==> src/video_pkg.sv <==
//==============================
// Video types, pixel and scan structs,
// DVI control symbols and flag colours
//==============================
`default_nettype none

package video_pkg;

    typedef logic [11:0] coord_t;     // Screen position on either axis
    typedef logic [7:0]  colour_t;    // One colour channel
    typedef logic [9:0]  tmds_sym_t;  // One encoded TMDS character

    // Timing generator output, one screen position per clock
    typedef struct packed {
        coord_t sx;     // Column, counts through blanking too
        coord_t sy;     // Row
        logic   hsync;  // Positive polarity
        logic   vsync;  // Positive polarity
        logic   de;     // Inside the active picture
    } scan_t;

    // Painted pixel with its sync, aligned to the same clock
    typedef struct packed {
        colour_t r;
        colour_t g;
        colour_t b;
        logic    hsync;
        logic    vsync;
        logic    de;
    } pixel_t;

    // DVI control characters, indexed by {c1, c0}
    localparam tmds_sym_t CTRL_00 = 10'b1101010100;
    localparam tmds_sym_t CTRL_01 = 10'b0010101011;
    localparam tmds_sym_t CTRL_10 = 10'b0101010100;
    localparam tmds_sym_t CTRL_11 = 10'b1010101011;

    // Flag colours as {r, g, b}
    // 4-bit source values with each nibble doubled up to 8 bits
    localparam logic [23:0] COL_BLUE   = {8'h00, 8'h66, 8'hAA};
    localparam logic [23:0] COL_YELLOW = {8'hFF, 8'hCC, 8'h00};
    localparam logic [23:0] COL_BLACK  = {8'h00, 8'h00, 8'h00};

endpackage

`default_nettype wire

==> src/display_timing.sv <==
//==============================
// Display timing generator
// Screen counters, sync and data enable
//==============================
`default_nettype none
`timescale 1ns/1ps

module display_timing #(
    parameter int H_ACTIVE = 1280,  // Visible columns
    parameter int H_FRONT  = 110,
    parameter int H_SYNC   = 40,
    parameter int H_BACK   = 220,
    parameter int V_ACTIVE = 720,   // Visible rows
    parameter int V_FRONT  = 5,
    parameter int V_SYNC   = 5,
    parameter int V_BACK   = 20
) (
    input  wire logic             clk_pix,
    input  wire logic             rst_n,
    output      video_pkg::scan_t scan
);
    import video_pkg::*;

    localparam int H_TOTAL = H_ACTIVE + H_FRONT + H_SYNC + H_BACK;
    localparam int V_TOTAL = V_ACTIVE + V_FRONT + V_SYNC + V_BACK;

    localparam coord_t H_LAST   = coord_t'(H_TOTAL - 1);     // Last column of a line
    localparam coord_t V_LAST   = coord_t'(V_TOTAL - 1);     // Last row of a frame
    localparam coord_t H_VIS    = coord_t'(H_ACTIVE);
    localparam coord_t V_VIS    = coord_t'(V_ACTIVE);
    localparam coord_t HS_START = coord_t'(H_ACTIVE + H_FRONT);
    localparam coord_t HS_END   = coord_t'(H_ACTIVE + H_FRONT + H_SYNC);
    localparam coord_t VS_START = coord_t'(V_ACTIVE + V_FRONT);
    localparam coord_t VS_END   = coord_t'(V_ACTIVE + V_FRONT + V_SYNC);

    coord_t sx_next;  // Position one clock ahead
    coord_t sy_next;

    // Step the column, wrap into the next row and frame
    always_comb begin
        sx_next = scan.sx + 1'b1;
        sy_next = scan.sy;
        if (scan.sx == H_LAST) begin
            sx_next = '0;
            sy_next = (scan.sy == V_LAST) ? '0 : scan.sy + 1'b1;
        end
    end

    // Flags come from the next position so they land in the same register as it
    // Reset parks on the last pixel of the frame, so the first clock out of
    // reset presents the origin
    always_ff @(posedge clk_pix or negedge rst_n) begin
        if (!rst_n) begin
            scan.sx    <= H_LAST;
            scan.sy    <= V_LAST;
            scan.hsync <= 1'b0;
            scan.vsync <= 1'b0;
            scan.de    <= 1'b0;
        end else begin
            scan.sx    <= sx_next;
            scan.sy    <= sy_next;
            scan.hsync <= (sx_next >= HS_START) && (sx_next < HS_END);
            scan.vsync <= (sy_next >= VS_START) && (sy_next < VS_END);
            scan.de    <= (sx_next < H_VIS) && (sy_next < V_VIS);
        end
    end

    // Counters never leave the frame
    a_scan_range: assert property (@(posedge clk_pix) disable iff (!rst_n)
        (scan.sx <= H_LAST) && (scan.sy <= V_LAST))
        else $error("scan position outside frame");

endmodule

`default_nettype wire

==> src/flag_painter.sv <==
//==============================
// Flag of Sweden painter
// Colour lookup and registered pixel stage
//==============================
`default_nettype none
`timescale 1ns/1ps

module flag_painter #(
    parameter int FLAG_W = 640,  // Flag width in pixels, 16:10 ratio
    parameter int FLAG_H = 400   // Flag height in pixels
) (
    input  wire logic              clk_pix,
    input  wire logic              rst_n,
    input  wire video_pkg::scan_t  scan,
    output      video_pkg::pixel_t pixel
);
    import video_pkg::*;

    // Cross bands, edges exclusive
    localparam coord_t FLAG_BOTTOM = coord_t'(FLAG_H);
    localparam coord_t CROSS_Y_LO  = coord_t'(FLAG_H * 4 / 10);  // Horizontal bar top
    localparam coord_t CROSS_Y_HI  = coord_t'(FLAG_H * 6 / 10);  // Horizontal bar bottom
    localparam coord_t CROSS_X_LO  = coord_t'(FLAG_W * 5 / 16);  // Vertical bar left
    localparam coord_t CROSS_X_HI  = coord_t'(FLAG_W * 7 / 16);  // Vertical bar right

    logic [23:0] paint;   // Colour for the current scan position, {r, g, b}
    logic [23:0] rgb_q;
    logic        hsync_q;
    logic        vsync_q;
    logic        de_q;

    always_comb begin
        if (!scan.de || scan.sy >= FLAG_BOTTOM) begin
            paint = COL_BLACK;                      // Blanking or below the flag
        end else if (scan.sy > CROSS_Y_LO && scan.sy < CROSS_Y_HI) begin
            paint = COL_YELLOW;                     // Horizontal bar of the cross
        end else if (scan.sx > CROSS_X_LO && scan.sx < CROSS_X_HI) begin
            paint = COL_YELLOW;                     // Vertical bar
        end else begin
            paint = COL_BLUE;                       // Field
        end
    end

    // Sync and enable ride one clock behind the scan, like the colour
    always_ff @(posedge clk_pix or negedge rst_n) begin
        if (!rst_n) begin
            hsync_q <= 1'b0;
            vsync_q <= 1'b0;
            de_q    <= 1'b0;
        end else begin
            hsync_q <= scan.hsync;
            vsync_q <= scan.vsync;
            de_q    <= scan.de;
        end
    end

    always_ff @(posedge clk_pix) begin
        rgb_q <= paint;  // Colour payload
    end

    assign pixel = {rgb_q, hsync_q, vsync_q, de_q};

    // Encoders see pure black whenever the picture is blanked
    a_blank_black: assert property (@(posedge clk_pix) disable iff (!rst_n)
        !pixel.de |-> (pixel.r == '0) && (pixel.g == '0) && (pixel.b == '0))
        else $error("colour present during blanking");

endmodule

`default_nettype wire

==> src/tmds_encoder.sv <==
//==============================
// DVI TMDS encoder, one channel
// Transition minimising, DC balanced
//==============================
`default_nettype none
`timescale 1ns/1ps

module tmds_encoder (
    input  wire logic                 clk_pix,
    input  wire logic                 rst_n,
    input  wire video_pkg::colour_t   data,  // Colour, used while de is high
    input  wire logic [1:0]           ctrl,  // {c1, c0}, used while de is low
    input  wire logic                 de,
    output      video_pkg::tmds_sym_t sym
);
    import video_pkg::*;

    logic [3:0]        data_ones;  // Ones in the input byte
    logic              use_xnor;   // Stage 1 chaining choice
    logic [8:0]        q_m;        // Stage 1 result, bit 8 set for XOR
    logic [3:0]        qm_ones;
    logic signed [5:0] qm_bal;     // Ones minus zeros in q_m[7:0]
    logic signed [5:0] qm8_x2;     // 2 * q_m[8]
    logic signed [5:0] cnt;        // Running disparity, ones minus zeros
    logic signed [5:0] cnt_next;
    tmds_sym_t         sym_next;

    // XOR or XNOR each bit with the previous result
    function automatic logic [8:0] chain(input colour_t d, input logic xnor_mode);
        logic [8:0] q;
        q[0] = d[0];
        for (int i = 1; i < 8; i++) begin
            q[i] = xnor_mode ? ~(q[i-1] ^ d[i]) : (q[i-1] ^ d[i]);
        end
        q[8] = ~xnor_mode;
        return q;
    endfunction

    // Stage 1, fewer transitions
    assign data_ones = 4'($countones(data));
    assign use_xnor  = (data_ones > 4'd4) || (data_ones == 4'd4 && !data[0]);
    assign q_m       = chain(data, use_xnor);

    assign qm_ones = 4'($countones(q_m[7:0]));
    assign qm_bal  = $signed({1'b0, qm_ones, 1'b0}) - 6'sd8;  // 2*ones - 8
    assign qm8_x2  = $signed({4'b0000, q_m[8], 1'b0});

    // Stage 2, pick polarity to pull the disparity toward zero
    always_comb begin
        if (!de) begin
            cnt_next = '0;  // Control period restarts the balance
            case (ctrl)
                2'b00:   sym_next = CTRL_00;
                2'b01:   sym_next = CTRL_01;
                2'b10:   sym_next = CTRL_10;
                default: sym_next = CTRL_11;
            endcase
        end else if (cnt == 0 || qm_bal == 0) begin
            // Balanced case, bit 9 is the inverse of bit 8
            sym_next = {~q_m[8], q_m[8], q_m[8] ? q_m[7:0] : ~q_m[7:0]};
            cnt_next = q_m[8] ? cnt + qm_bal : cnt - qm_bal;
        end else if ((!cnt[5] && qm_bal > 0) || (cnt[5] && qm_bal < 0)) begin
            // Same sign as the running count, invert
            sym_next = {1'b1, q_m[8], ~q_m[7:0]};
            cnt_next = cnt + qm8_x2 - qm_bal;
        end else begin
            sym_next = {1'b0, q_m[8], q_m[7:0]};  // Send as is
            cnt_next = cnt - (6'sd2 - qm8_x2) + qm_bal;
        end
    end

    always_ff @(posedge clk_pix or negedge rst_n) begin
        if (!rst_n) begin
            sym <= CTRL_00;  // Blank with no sync until the first pixel arrives
            cnt <= '0;
        end else begin
            sym <= sym_next;
            cnt <= cnt_next;
        end
    end

    // Balance bound of the DVI encoding across a whole data period
    a_disparity_bound: assert property (@(posedge clk_pix) disable iff (!rst_n)
        (cnt >= -16) && (cnt <= 16))
        else $error("TMDS disparity out of range");

endmodule

`default_nettype wire

==> src/flag_display_top.sv <==
//==============================
// Flag display top level
// Timing, painter and TMDS encoders
//==============================
`default_nettype none
`timescale 1ns/1ps

module flag_display_top #(
    parameter int H_ACTIVE = 1280,  // 720p60 by default
    parameter int H_FRONT  = 110,
    parameter int H_SYNC   = 40,
    parameter int H_BACK   = 220,
    parameter int V_ACTIVE = 720,
    parameter int V_FRONT  = 5,
    parameter int V_SYNC   = 5,
    parameter int V_BACK   = 20,
    parameter int FLAG_W   = 640,   // Flag drawn from the top left corner
    parameter int FLAG_H   = 400
) (
    input  wire logic                 clk_pix,
    input  wire logic                 rst_n,
    output      video_pkg::tmds_sym_t tmds_ch0,  // Blue plus syncs
    output      video_pkg::tmds_sym_t tmds_ch1,  // Green
    output      video_pkg::tmds_sym_t tmds_ch2   // Red
);
    import video_pkg::*;

    scan_t  scan;   // Screen position and raw sync
    pixel_t pixel;  // Painted colour, one clock later

    display_timing #(
        .H_ACTIVE(H_ACTIVE), .H_FRONT(H_FRONT), .H_SYNC(H_SYNC), .H_BACK(H_BACK),
        .V_ACTIVE(V_ACTIVE), .V_FRONT(V_FRONT), .V_SYNC(V_SYNC), .V_BACK(V_BACK)
    ) u_display_timing (
        .clk_pix,
        .rst_n,
        .scan
    );

    flag_painter #(
        .FLAG_W(FLAG_W),
        .FLAG_H(FLAG_H)
    ) u_flag_painter (
        .clk_pix,
        .rst_n,
        .scan,
        .pixel
    );

    // Channel 0 carries the syncs in its control period
    tmds_encoder u_enc_b (
        .clk_pix,
        .rst_n,
        .data (pixel.b),
        .ctrl ({pixel.vsync, pixel.hsync}),
        .de   (pixel.de),
        .sym  (tmds_ch0)
    );

    tmds_encoder u_enc_g (
        .clk_pix,
        .rst_n,
        .data (pixel.g),
        .ctrl (2'b00),      // No control data on green
        .de   (pixel.de),
        .sym  (tmds_ch1)
    );

    tmds_encoder u_enc_r (
        .clk_pix,
        .rst_n,
        .data (pixel.r),
        .ctrl (2'b00),
        .de   (pixel.de),
        .sym  (tmds_ch2)
    );

endmodule

`default_nettype wire

==> config.mk <==
export PLATFORM = sky130hd
export DESIGN_NAME = flag_display_top
export DESIGN_NICKNAME = d
export VERILOG_FILES = /design/src/video_pkg.sv /design/src/display_timing.sv /design/src/flag_painter.sv /design/src/tmds_encoder.sv /design/src/flag_display_top.sv
export SDC_FILE = /design/constraint.sdc
export NUM_CORES = 1
export LEC_CHECK = 0
export ABC_AREA = 1
export BUFFER_PORTS_ARGS = -buffer_cell sky130_fd_sc_hd__buf_2
export CORE_MARGIN = 4
export CORE_UTILIZATION = 55
export DETAILED_ROUTE_END_ITERATION = 16
export GPL_ROUTABILITY_DRIVEN = 0
export PLACE_DENSITY = 0.81
export SETUP_SLACK_MARGIN = 0.5
export SYNTH_ARGS = -nofsm -noshare
export SYNTH_HDL_FRONTEND = slang
export SYNTH_SLANG_ARGS = --single-unit
==> constraint.sdc <==
create_clock -name clk_pix -period 4.7 [get_ports clk_pix]
set_input_delay 0.94 -clock clk_pix [delete_from_list [all_inputs] [get_ports clk_pix]]
set_output_delay 0.94 -clock clk_pix [all_outputs]
set_load 0.01 [all_outputs]
Yosys cells after proc, flatten, opt, wreduce, memory -nomap -nowiden --
Index checks and enable logic that the tools add are counted.
Storage, ports and cells: flip-flop bits (word level) 102, bits in latches 0, RAM bits 0, bits in read-only memories 0, input bits 2, word-level logic and storage cells 249, memories kept 0
Cells by class: $add $sub $neg 68, multiply operators 0, div/mod/pow operators 0, order comparisons 20, equality and inequality tests 7, shift-type cells 0, muxes and demuxes 51, bitwise logic cells 48, reductions and logical operators 39
Operators with widths (number):
- zero test 32 bit | 6
- 2-to-1 mux 10 bit | 9
- adder 4 bit | 18
- 2-to-1 mux 6 bit | 12
- subtractor 6 bit | 9
- adder 1 x 1 -> 2 bit | 24
- 2-to-1 mux 24 bit | 2
- adder 6 bit | 6
- 2-to-1 mux 12 bit | 3
- case mux 10 bit (3 select lines) | 1
- adder 12 x 1 -> 12 bit (second input constant) | 2
- greater-than comparator 12 x 8 -> 1 bit (second input constant) | 2
- less-than comparator 12 x 10 -> 1 bit (second input constant) | 2
- less-than comparator 12 x 11 -> 1 bit (second input constant) | 2
- 2-to-1 mux 8 bit | 3
- inverter 1 bit | 24
- inverter 8 bit | 3
- 2-to-1 mux 1 bit | 21
- XOR 1 bit | 21
- adder 6 x 3 -> 6 bit | 3
- greater-than comparator 6 x 1 -> 1 bit (second input constant) | 3
- less-than comparator 6 x 1 -> 1 bit (second input constant) | 3
- subtractor 5 x 4 -> 6 bit (second input constant) | 3
- logical AND 1 bit | 14
- other kinds (16) | 37

Logic depth before layout (Yosys ltp) --
Gate-level depths: netlist (run 1).
depth in word-level cells 35, gate-level depth with buffers 25, depth with buffers taken out 25

Hierarchy --
From an unflattened synthesis (run 1), not the netlist that was laid out.
Unflattened totals: cells, all modules 1248, area, all modules 9432.8 µm²
Modules (own cells, without submodules):
- tmds_encoder at u_enc_r | instances 1, cells an instance 290, area each 2347.3 µm², sequential area each 381.6 µm²
- tmds_encoder at u_enc_g | instances 1, cells an instance 293, area each 2306.0 µm², sequential area each 381.6 µm²
- tmds_encoder at u_enc_b | instances 1, cells an instance 292, area each 2275.9 µm², sequential area each 381.6 µm²
- display_timing | instances 1, cells an instance 295, area each 1974.4 µm², sequential area each 691.9 µm²
- flag_painter | instances 1, cells an instance 77, area each 525.5 µm², sequential area each 135.1 µm²
- flag_display_top | instances 1, cells an instance 1, area each 3.8 µm², sequential area each 0.0 µm²

Worst setup path before layout (run 1) --
OpenSTA, ideal clock, no wires.
path type register to register, start register, netlist name u_flag_painter.rgb_q[22], end register u_enc_g.cnt[5], setup time 0.113 ns, arrival 3.578 ns, data required time 4.587 ns, slack 1.009 ns, stages on the path, launching flop included 25, path buffers 0, cells stage by stage dfxtp_1 -> fa_1 -> xor2_1 -> xnor2_1 -> ha_1 -> ha_1 -> inv_1 -> nand2_1 -> inv_1 -> nand2_1 -> nand2_1 -> ha_1 -> inv_1 -> nand2_1 -> nand3_1 -> nand2_1 -> ha_1 -> a21oi_1 -> nand2_1 -> xnor2_1 -> inv_1 -> o21ai_0 -> inv_1 -> nand2_1 -> inv_1
RTL lines:
- end signal: assignment | line tmds_encoder.sv:78 | cnt <= cnt_next;
- end: declaration | line tmds_encoder.sv:24 | logic signed [5:0] cnt;

==> results.cfg, run 1 <==
[timing]
min_period_ns = 3.89
slew_viol_final = 0
fmax_ghz = 0.257
relSlewSlack_pct = 40.7
setup-violations-final = 0
grt_setup_unrepaired = false
worstMarginPinSlew_ns = 0.890
fin_crit_sh_pct = 82.7
hold_viol_final = 0
skew_ns = 0.0104
fin_tns_setup_ns = 0

[final_layout]
n_antenna_cell = 0
fill_cells = 864
syn_to_final_growth_pct = 9.44
final_common_cell = nand2_1
register_area_mm2 = 0.00172
drive_gt1_share_pct = 15.5
multi_input_area_mm2 = 0.00329
final_cell_mix = nand2_1, inv_1, ha_1
final_nets = 840

[yosys]
async_reset_ff_share_pct = 95.6
syn-num-nets = 809
synth_edf_count = 0
synth_flop_cell = dfrtp_1
synthCells = 738
synth_area_mm2 = 0.00559
ys_ff_latch = 68
postSynthAreaPerCell_um2 = 7.58
yosysUniqueCellTypes = 46
ys_warn_count = 0
synth_seq_area_share_pct = 30.7

[worst_setup_path]
worstPathMaxFanout = 13
cp-end-kind = flip-flop
crit_start = u_flag_painter.rgb_q[22]
path_class = flip-flop to flip-flop
cp.arrival_ns = 4.14
critPathRequiredTime_ns = 4.95
crit_path_start_kind = flip-flop
cpPeakStageDelay_ns = 0.39
cp_slowest_cell = fa_2
rr_startpoint = u_flag_painter.rgb_q[22]

[cts]
cts_max_level = 3
cts_tree = done
cts_hold_buffers = 0
cts.sinks = 68
clk_pin_slew_ns = 0.08
clockBufferDepth = 2
cts_inserted_buffers = 9
clk_latency_ns = 0.34
cts_root_buffer = clkbuf_8

[place]
dp_hpwl_um = 9350
port-buffer-count = 31

[drt]
wl_per_cell_um = 13.5
post-route-drc-count = 0
firstDrtPassIters = 5
routed_wirelength_um = 12300
num_vias = 4870
detail-route-antenna-nets = 0
drt_iter0_drc = 312
vias_per_cell = 5.37

[floorplan]
start_util_pct = 56.9
fp.dieW_um = 109
die_height_um = 109
num_rows = 36
core_area_mm2 = 0.00982
die_area_mm2 = 0.0118
io_pins = 32

[min_path]
min-delay-start = u_display_timing.scan[1]
hold_class = flip-flop to flip-flop

[global_routing]
grt_pass1_wl_um = 20700
grt_max_degree = 40
grt_pass1_vias = 4846
track_usage_pct = 21.6
antenna_found_initial = 0
overflow = 0

[status]
outcome = complete, no violations

[power]
total_power_w = 0.00121
power.density_mw_per_mm2 = 198
leakage_nw = 3.14
vdd_drop_max_mv = 0.140

[flow_run]
cap_viol_max_count = 0
-- registers in the layout, indices dropped and copies added (netlist names) --
| name | cells |
|---|---|
| u_display_timing.scan | 27 |
| u_enc_g.sym | 10 |
| u_enc_b.sym | 6 |
| u_enc_b.cnt | 5 |
| u_enc_g.cnt | 5 |
| u_enc_r.cnt | 5 |
| u_enc_r.sym | 4 |
| u_flag_painter.rgb_q | 3 |
| u_flag_painter.de_q | 1 |
| u_flag_painter.hsync_q | 1 |
| u_flag_painter.vsync_q | 1 |
-- per-layer routing --
metal	track usage (%)	share of wire [%]	up-vias	routed length [µm]
li1	-	-	2385	-
met1	24.5	40	2277	4930
met2	39.6	51	170	6310
met3	3.91	5.2	38	641
met4	9.11	3.2	0	394
met5	0	0	-	0
-- cell type report --
type,instances,area share [%]
Multi-Input combinational cell,525,53.8
Clock inverter,5,1.74
Clock buffer,11,2.47
Sequential cell,68,28.1
Timing Repair Buffer,37,3.27
Tap cell,133,2.72
Inverter,128,7.85
-- cells by family (layout without fill, tap and decap cells) --
kind of cell,count (synthesis),in the layout,share of synthesized area (%)
AO/OA/AOI/OAI,84,84,8.35
adder cells (fa/ha/maj),69,69,17.1
buffers and inverters,145,181,10.6
AND/OR/NAND/NOR,339,339,27.9
XOR/XNOR,33,33,5.44
flip-flops,68,68,30.7
-- worst paths after layout --
| path | endpoint | slack, ns | depth (start not counted) |
|---|---|---|---|
| worst max-delay path | u_enc_g.cnt[5] | 0.81 | 25 |
| worst min-delay path | u_flag_painter.vsync_q | 0.36 | 0 |
| worst max register to register | u_enc_g.cnt[5] | 0.81 | 25 |
| worst min register to register | u_flag_painter.vsync_q | 0.36 | 0 |
| max in group asynchronous | u_enc_g.sym[9] | 3.05 | 2 |
| min in group asynchronous | u_enc_g.sym[3] | 0.72 | 1 |
-- cell usage after synthesis, types with 2 or more instances --
cell,instances,area share (%)
inv_1,116,7.8
dfstp_2,25,12
nor2_4,5,1.0
o21ai_0,30,2.7
o21ai_1,7,0.63
nor3_1,13,1.2
o21bai_1,2,0.27
or2_2,5,0.56
nor2_2,2,0.22
dfxtp_1,3,1.1
fa_1,12,4.3
a211oi_1,7,0.94
nand2_1,177,12
nand3b_1,4,0.54
xor2_2,2,0.58
nand2_2,3,0.34
clkinv_1,2,0.13
nand3_2,5,0.90
nor2_1,52,3.5
xnor2_1,8,1.3
dfrtp_1,40,18
inv_2,10,0.67
ha_1,57,13
buf_2,4,0.36
nand4_1,13,1.5
a21oi_1,30,2.7
nand3_1,52,4.7
buf_4,11,1.5
xor2_1,23,3.6
clkbuf_1,2,0.13
-- critical path: cells and delay by family (launching register included) --
kind                     cells  cell delay, ns
XOR/XNOR                     2            0.33
AO/OA/AOI/OAI                2            0.32
adder cells (fa/ha/maj)      5            1.36
flip-flops                   1            0.30
AND/OR/NAND/NOR              8            0.66
buffers and inverters        8            0.83
-- through the flow --
stage          hold WS (ns)  utilization, %  cells  worst slack [ns]  area [µm²]
2_1_floorplan         0.331               -    738              1.01        5590
3_3_place_gp          0.337            59.4    889             0.916        5830
3_5_place_dp          0.336            59.4    889             0.656        5830
4_1_cts               0.356            62.0    905             0.605        6090
5_1_grt               0.377            62.3    907             0.491        6120
6_report              0.358            62.3    907             0.812        6120
-- where the power goes --
part / switching (W) / total [W] / internal, W / leakage, nW
combinational: 0.0000107 / 0.0000115 / 0.000000840 / 2.23
clock: 0.000230 / 0.000613 / 0.000383 / 0.126
sequential: 0 / 0.000585 / 0.000585 / 0.790
total: 0.000241 / 0.00121 / 0.000970 / 3.14
-- repair_timing --
action | in CTS | in global routing
resized for setup | 0 | 4
buffers inserted | 0 | 2
endpoints found under the setup margin | 0 | 4
(Power assumes the default switching activity.)
==> run 2, diff against run 1 <==
==> constraint.sdc (replaced) <==
create_clock -name clk_pix -period 4 [get_ports clk_pix]
set_input_delay 0.8 -clock clk_pix [delete_from_list [all_inputs] [get_ports clk_pix]]
set_output_delay 0.8 -clock clk_pix [all_outputs]
set_load 0.01 [all_outputs]
==> run 2 against run 1 <==
- cell count rose by 0.66%
- critical path type unchanged
- hold slack lost 0.00076 ns
- global-route usage grew 0.40 points
- worst setup slack worse by 0.29 ns
- register-to-register slack worse by 0.29 ns
- largest cell class unchanged
- largest power group is now sequential cells
- non-clock buffer count rose by 5
- clock power increased by 2%
==> results.cfg, run 2 (same netlist as run 1, synthesis figures left out) <==
[place]
dp_hpwl_um = 9350
post-place-ws_ns = 0.336
place_inst = 889
port-buffer-count = 31

[worst_setup_path]
worstReg2RegEnd = u_enc_g.cnt[5]
critPathRequiredTime_ns = 4.26
path_class = flip-flop to flip-flop
rr_startpoint = u_flag_painter.rgb_q[22]
r2r_slack_ns = 0.52
reg2reg_depth = 23
cp.arrival_ns = 3.74
worstPathMaxFanout = 3
crit_path_start_kind = flip-flop
cp-end-kind = flip-flop

[min_path]
min-delay-start = u_display_timing.scan[2]
holdPathEnd = u_flag_painter.hsync_q
hold_class = flip-flop to flip-flop
hold_path_depth = 0

[final_layout]
drive_gt1_share_pct = 19.7
final_nets = 846
final_common_cell = nand2_1
fill_cells = 800
top_register = u_display_timing.scan
largest_reg_flops = 27
stdcell_count = 913
multi_input_area_mm2 = 0.00343
top_regs = u_display_timing.scan (27), u_enc_g.sym (10), u_enc_b.sym (6)
syn_to_final_growth_pct = 12.3
register_area_mm2 = 0.00173
n_antenna_cell = 0
utilization_pct = 63.9
final_cell_mix = nand2_1, inv_1, nand3_1, nor2_1, ha_1

[floorplan]
io_pins = 32
num_rows = 36
fp.dieW_um = 109
start_util_pct = 56.9
die_height_um = 109
core_area_mm2 = 0.00982
die_area_mm2 = 0.0118

[power]
vdd_drop_max_mv = 0.178
leakage_nw = 3.14
power.density_mw_per_mm2 = 212

[global_routing]
grt_pass1_wl_um = 21000
antenna_found_initial = 0
track_usage_pct = 22.0
grt_pass1_vias = 4749
grt_max_degree = 44
overflow = 0

[timing]
skew_ns = 0.00977
setup_slack_ns = 0.517
fin_tns_setup_ns = 0
hold_slack_ns = 0.357
relSlewSlack_pct = 32.8
min_period_ns = 3.48
worstMarginPinSlew_ns = 1.01
grt_setup_unrepaired = false
hold_viol_final = 0
slew_viol_final = 0
fin_crit_sh_pct = 87.1
setup-violations-final = 0
fmax_ghz = 0.287

[drt]
vias_per_cell = 5.41
detail-route-antenna-nets = 0
post-route-drc-count = 0
drt_iter0_drc = 351
wl_per_cell_um = 14.4
firstDrtPassIters = 7
routed_wirelength_um = 13200
num_vias = 4939

[flow_run]
cap_viol_max_count = 0

[cts]
cts_tree = done
clk_latency_ns = 0.35
clockBufferDepth = 2
cts.sinks = 68
cts_root_buffer = clkbuf_8
cts_max_level = 3
cts_inserted_buffers = 9
clk_pin_slew_ns = 0.08

[status]
outcome = complete, no violations
-- run 2: stage by stage --
stage	cell area (µm²)	total power (W)
2_1_floorplan	5610	0.000701
3_3_place_gp	5850	0.000714
3_5_place_dp	5850	0.000715
4_1_cts	6140	0.00134
5_1_grt	6280	0.00138
6_report	6280	0.00133
-- run 2: report_power, final --
| group | total, W | switching (W) | internal (W) |
|---|---|---|---|
| combinational | 0.0000137 | 0.0000127 | 0.000000995 |
| sequential | 0.000687 | 0 | 0.000687 |
| clock | 0.000628 | 0.000276 | 0.000352 |
| total | 0.00133 | 0.000288 | 0.00104 |
-- run 2: repair_timing --
item	in CTS	in global routing
hold buffers	0	0
buffers inserted	5	2
cloned	0	1
resized for setup	8	31
pin swaps	3	9
setup endpoints to repair	6	14
-- run 2: worst max-delay path by stage --
stage | start | to | slack [ns] | cells after the start
5_1_grt | u_flag_painter.rgb_q[22] | u_enc_g.cnt[5] | 0.36 | 25
6_report | u_flag_painter.rgb_q[22] | u_enc_g.cnt[5] | 0.52 | 23
3_3_place_gp | u_flag_painter.rgb_q[14] | u_enc_g.cnt[5] | 0.44 | 24
3_5_place_dp | u_flag_painter.rgb_q[14] | u_enc_g.cnt[5] | 0.34 | 24
2_1_floorplan | u_flag_painter.rgb_q[14] | u_enc_g.cnt[5] | 0.54 | 24
4_1_cts | u_flag_painter.rgb_q[14] | u_enc_g.sym[6] | 0.50 | 20
-- run 2: worst max-delay path: stages, from the launching register on --
cell and delay, ns:
dfxtp_2 0.33, fa_2 0.45, xor2_4 0.22, xnor2_2 0.15, ha_2 0.22, ha_1 0.16
inv_2 0.05, nand2_4 0.07, inv_2 0.04, nand2_2 0.09, nand2_4 0.08, ha_4 0.28
nand4_1 0.15, nand3_1 0.14, nand2_1 0.09, ha_4 0.29, nand3_1 0.08, nand2_1 0.09
xnor2_1 0.11, inv_1 0.05, o21ai_1 0.11, inv_1 0.05, nand2_1 0.06, inv_1 0.04
-- run 2: metal layers --
metal,track usage [%],vias to the layer above,routed length [µm]
li1,-,2403,-
met3,4.80,27,633
met1,26.1,2333,5500
met2,39.1,176,6780
met5,0,-,0
met4,7.94,0,273
-- run 2: final cells by class --
type,instances,share of cell area (%)
Clock buffer,10,2.03
Clock inverter,6,1.41
Inverter,128,7.71
Multi-Input combinational cell,525,54.7
Sequential cell,68,27.5
Tap cell,133,2.65
Timing Repair Buffer,42,3.91
Timing Repair inverter,1,0.120
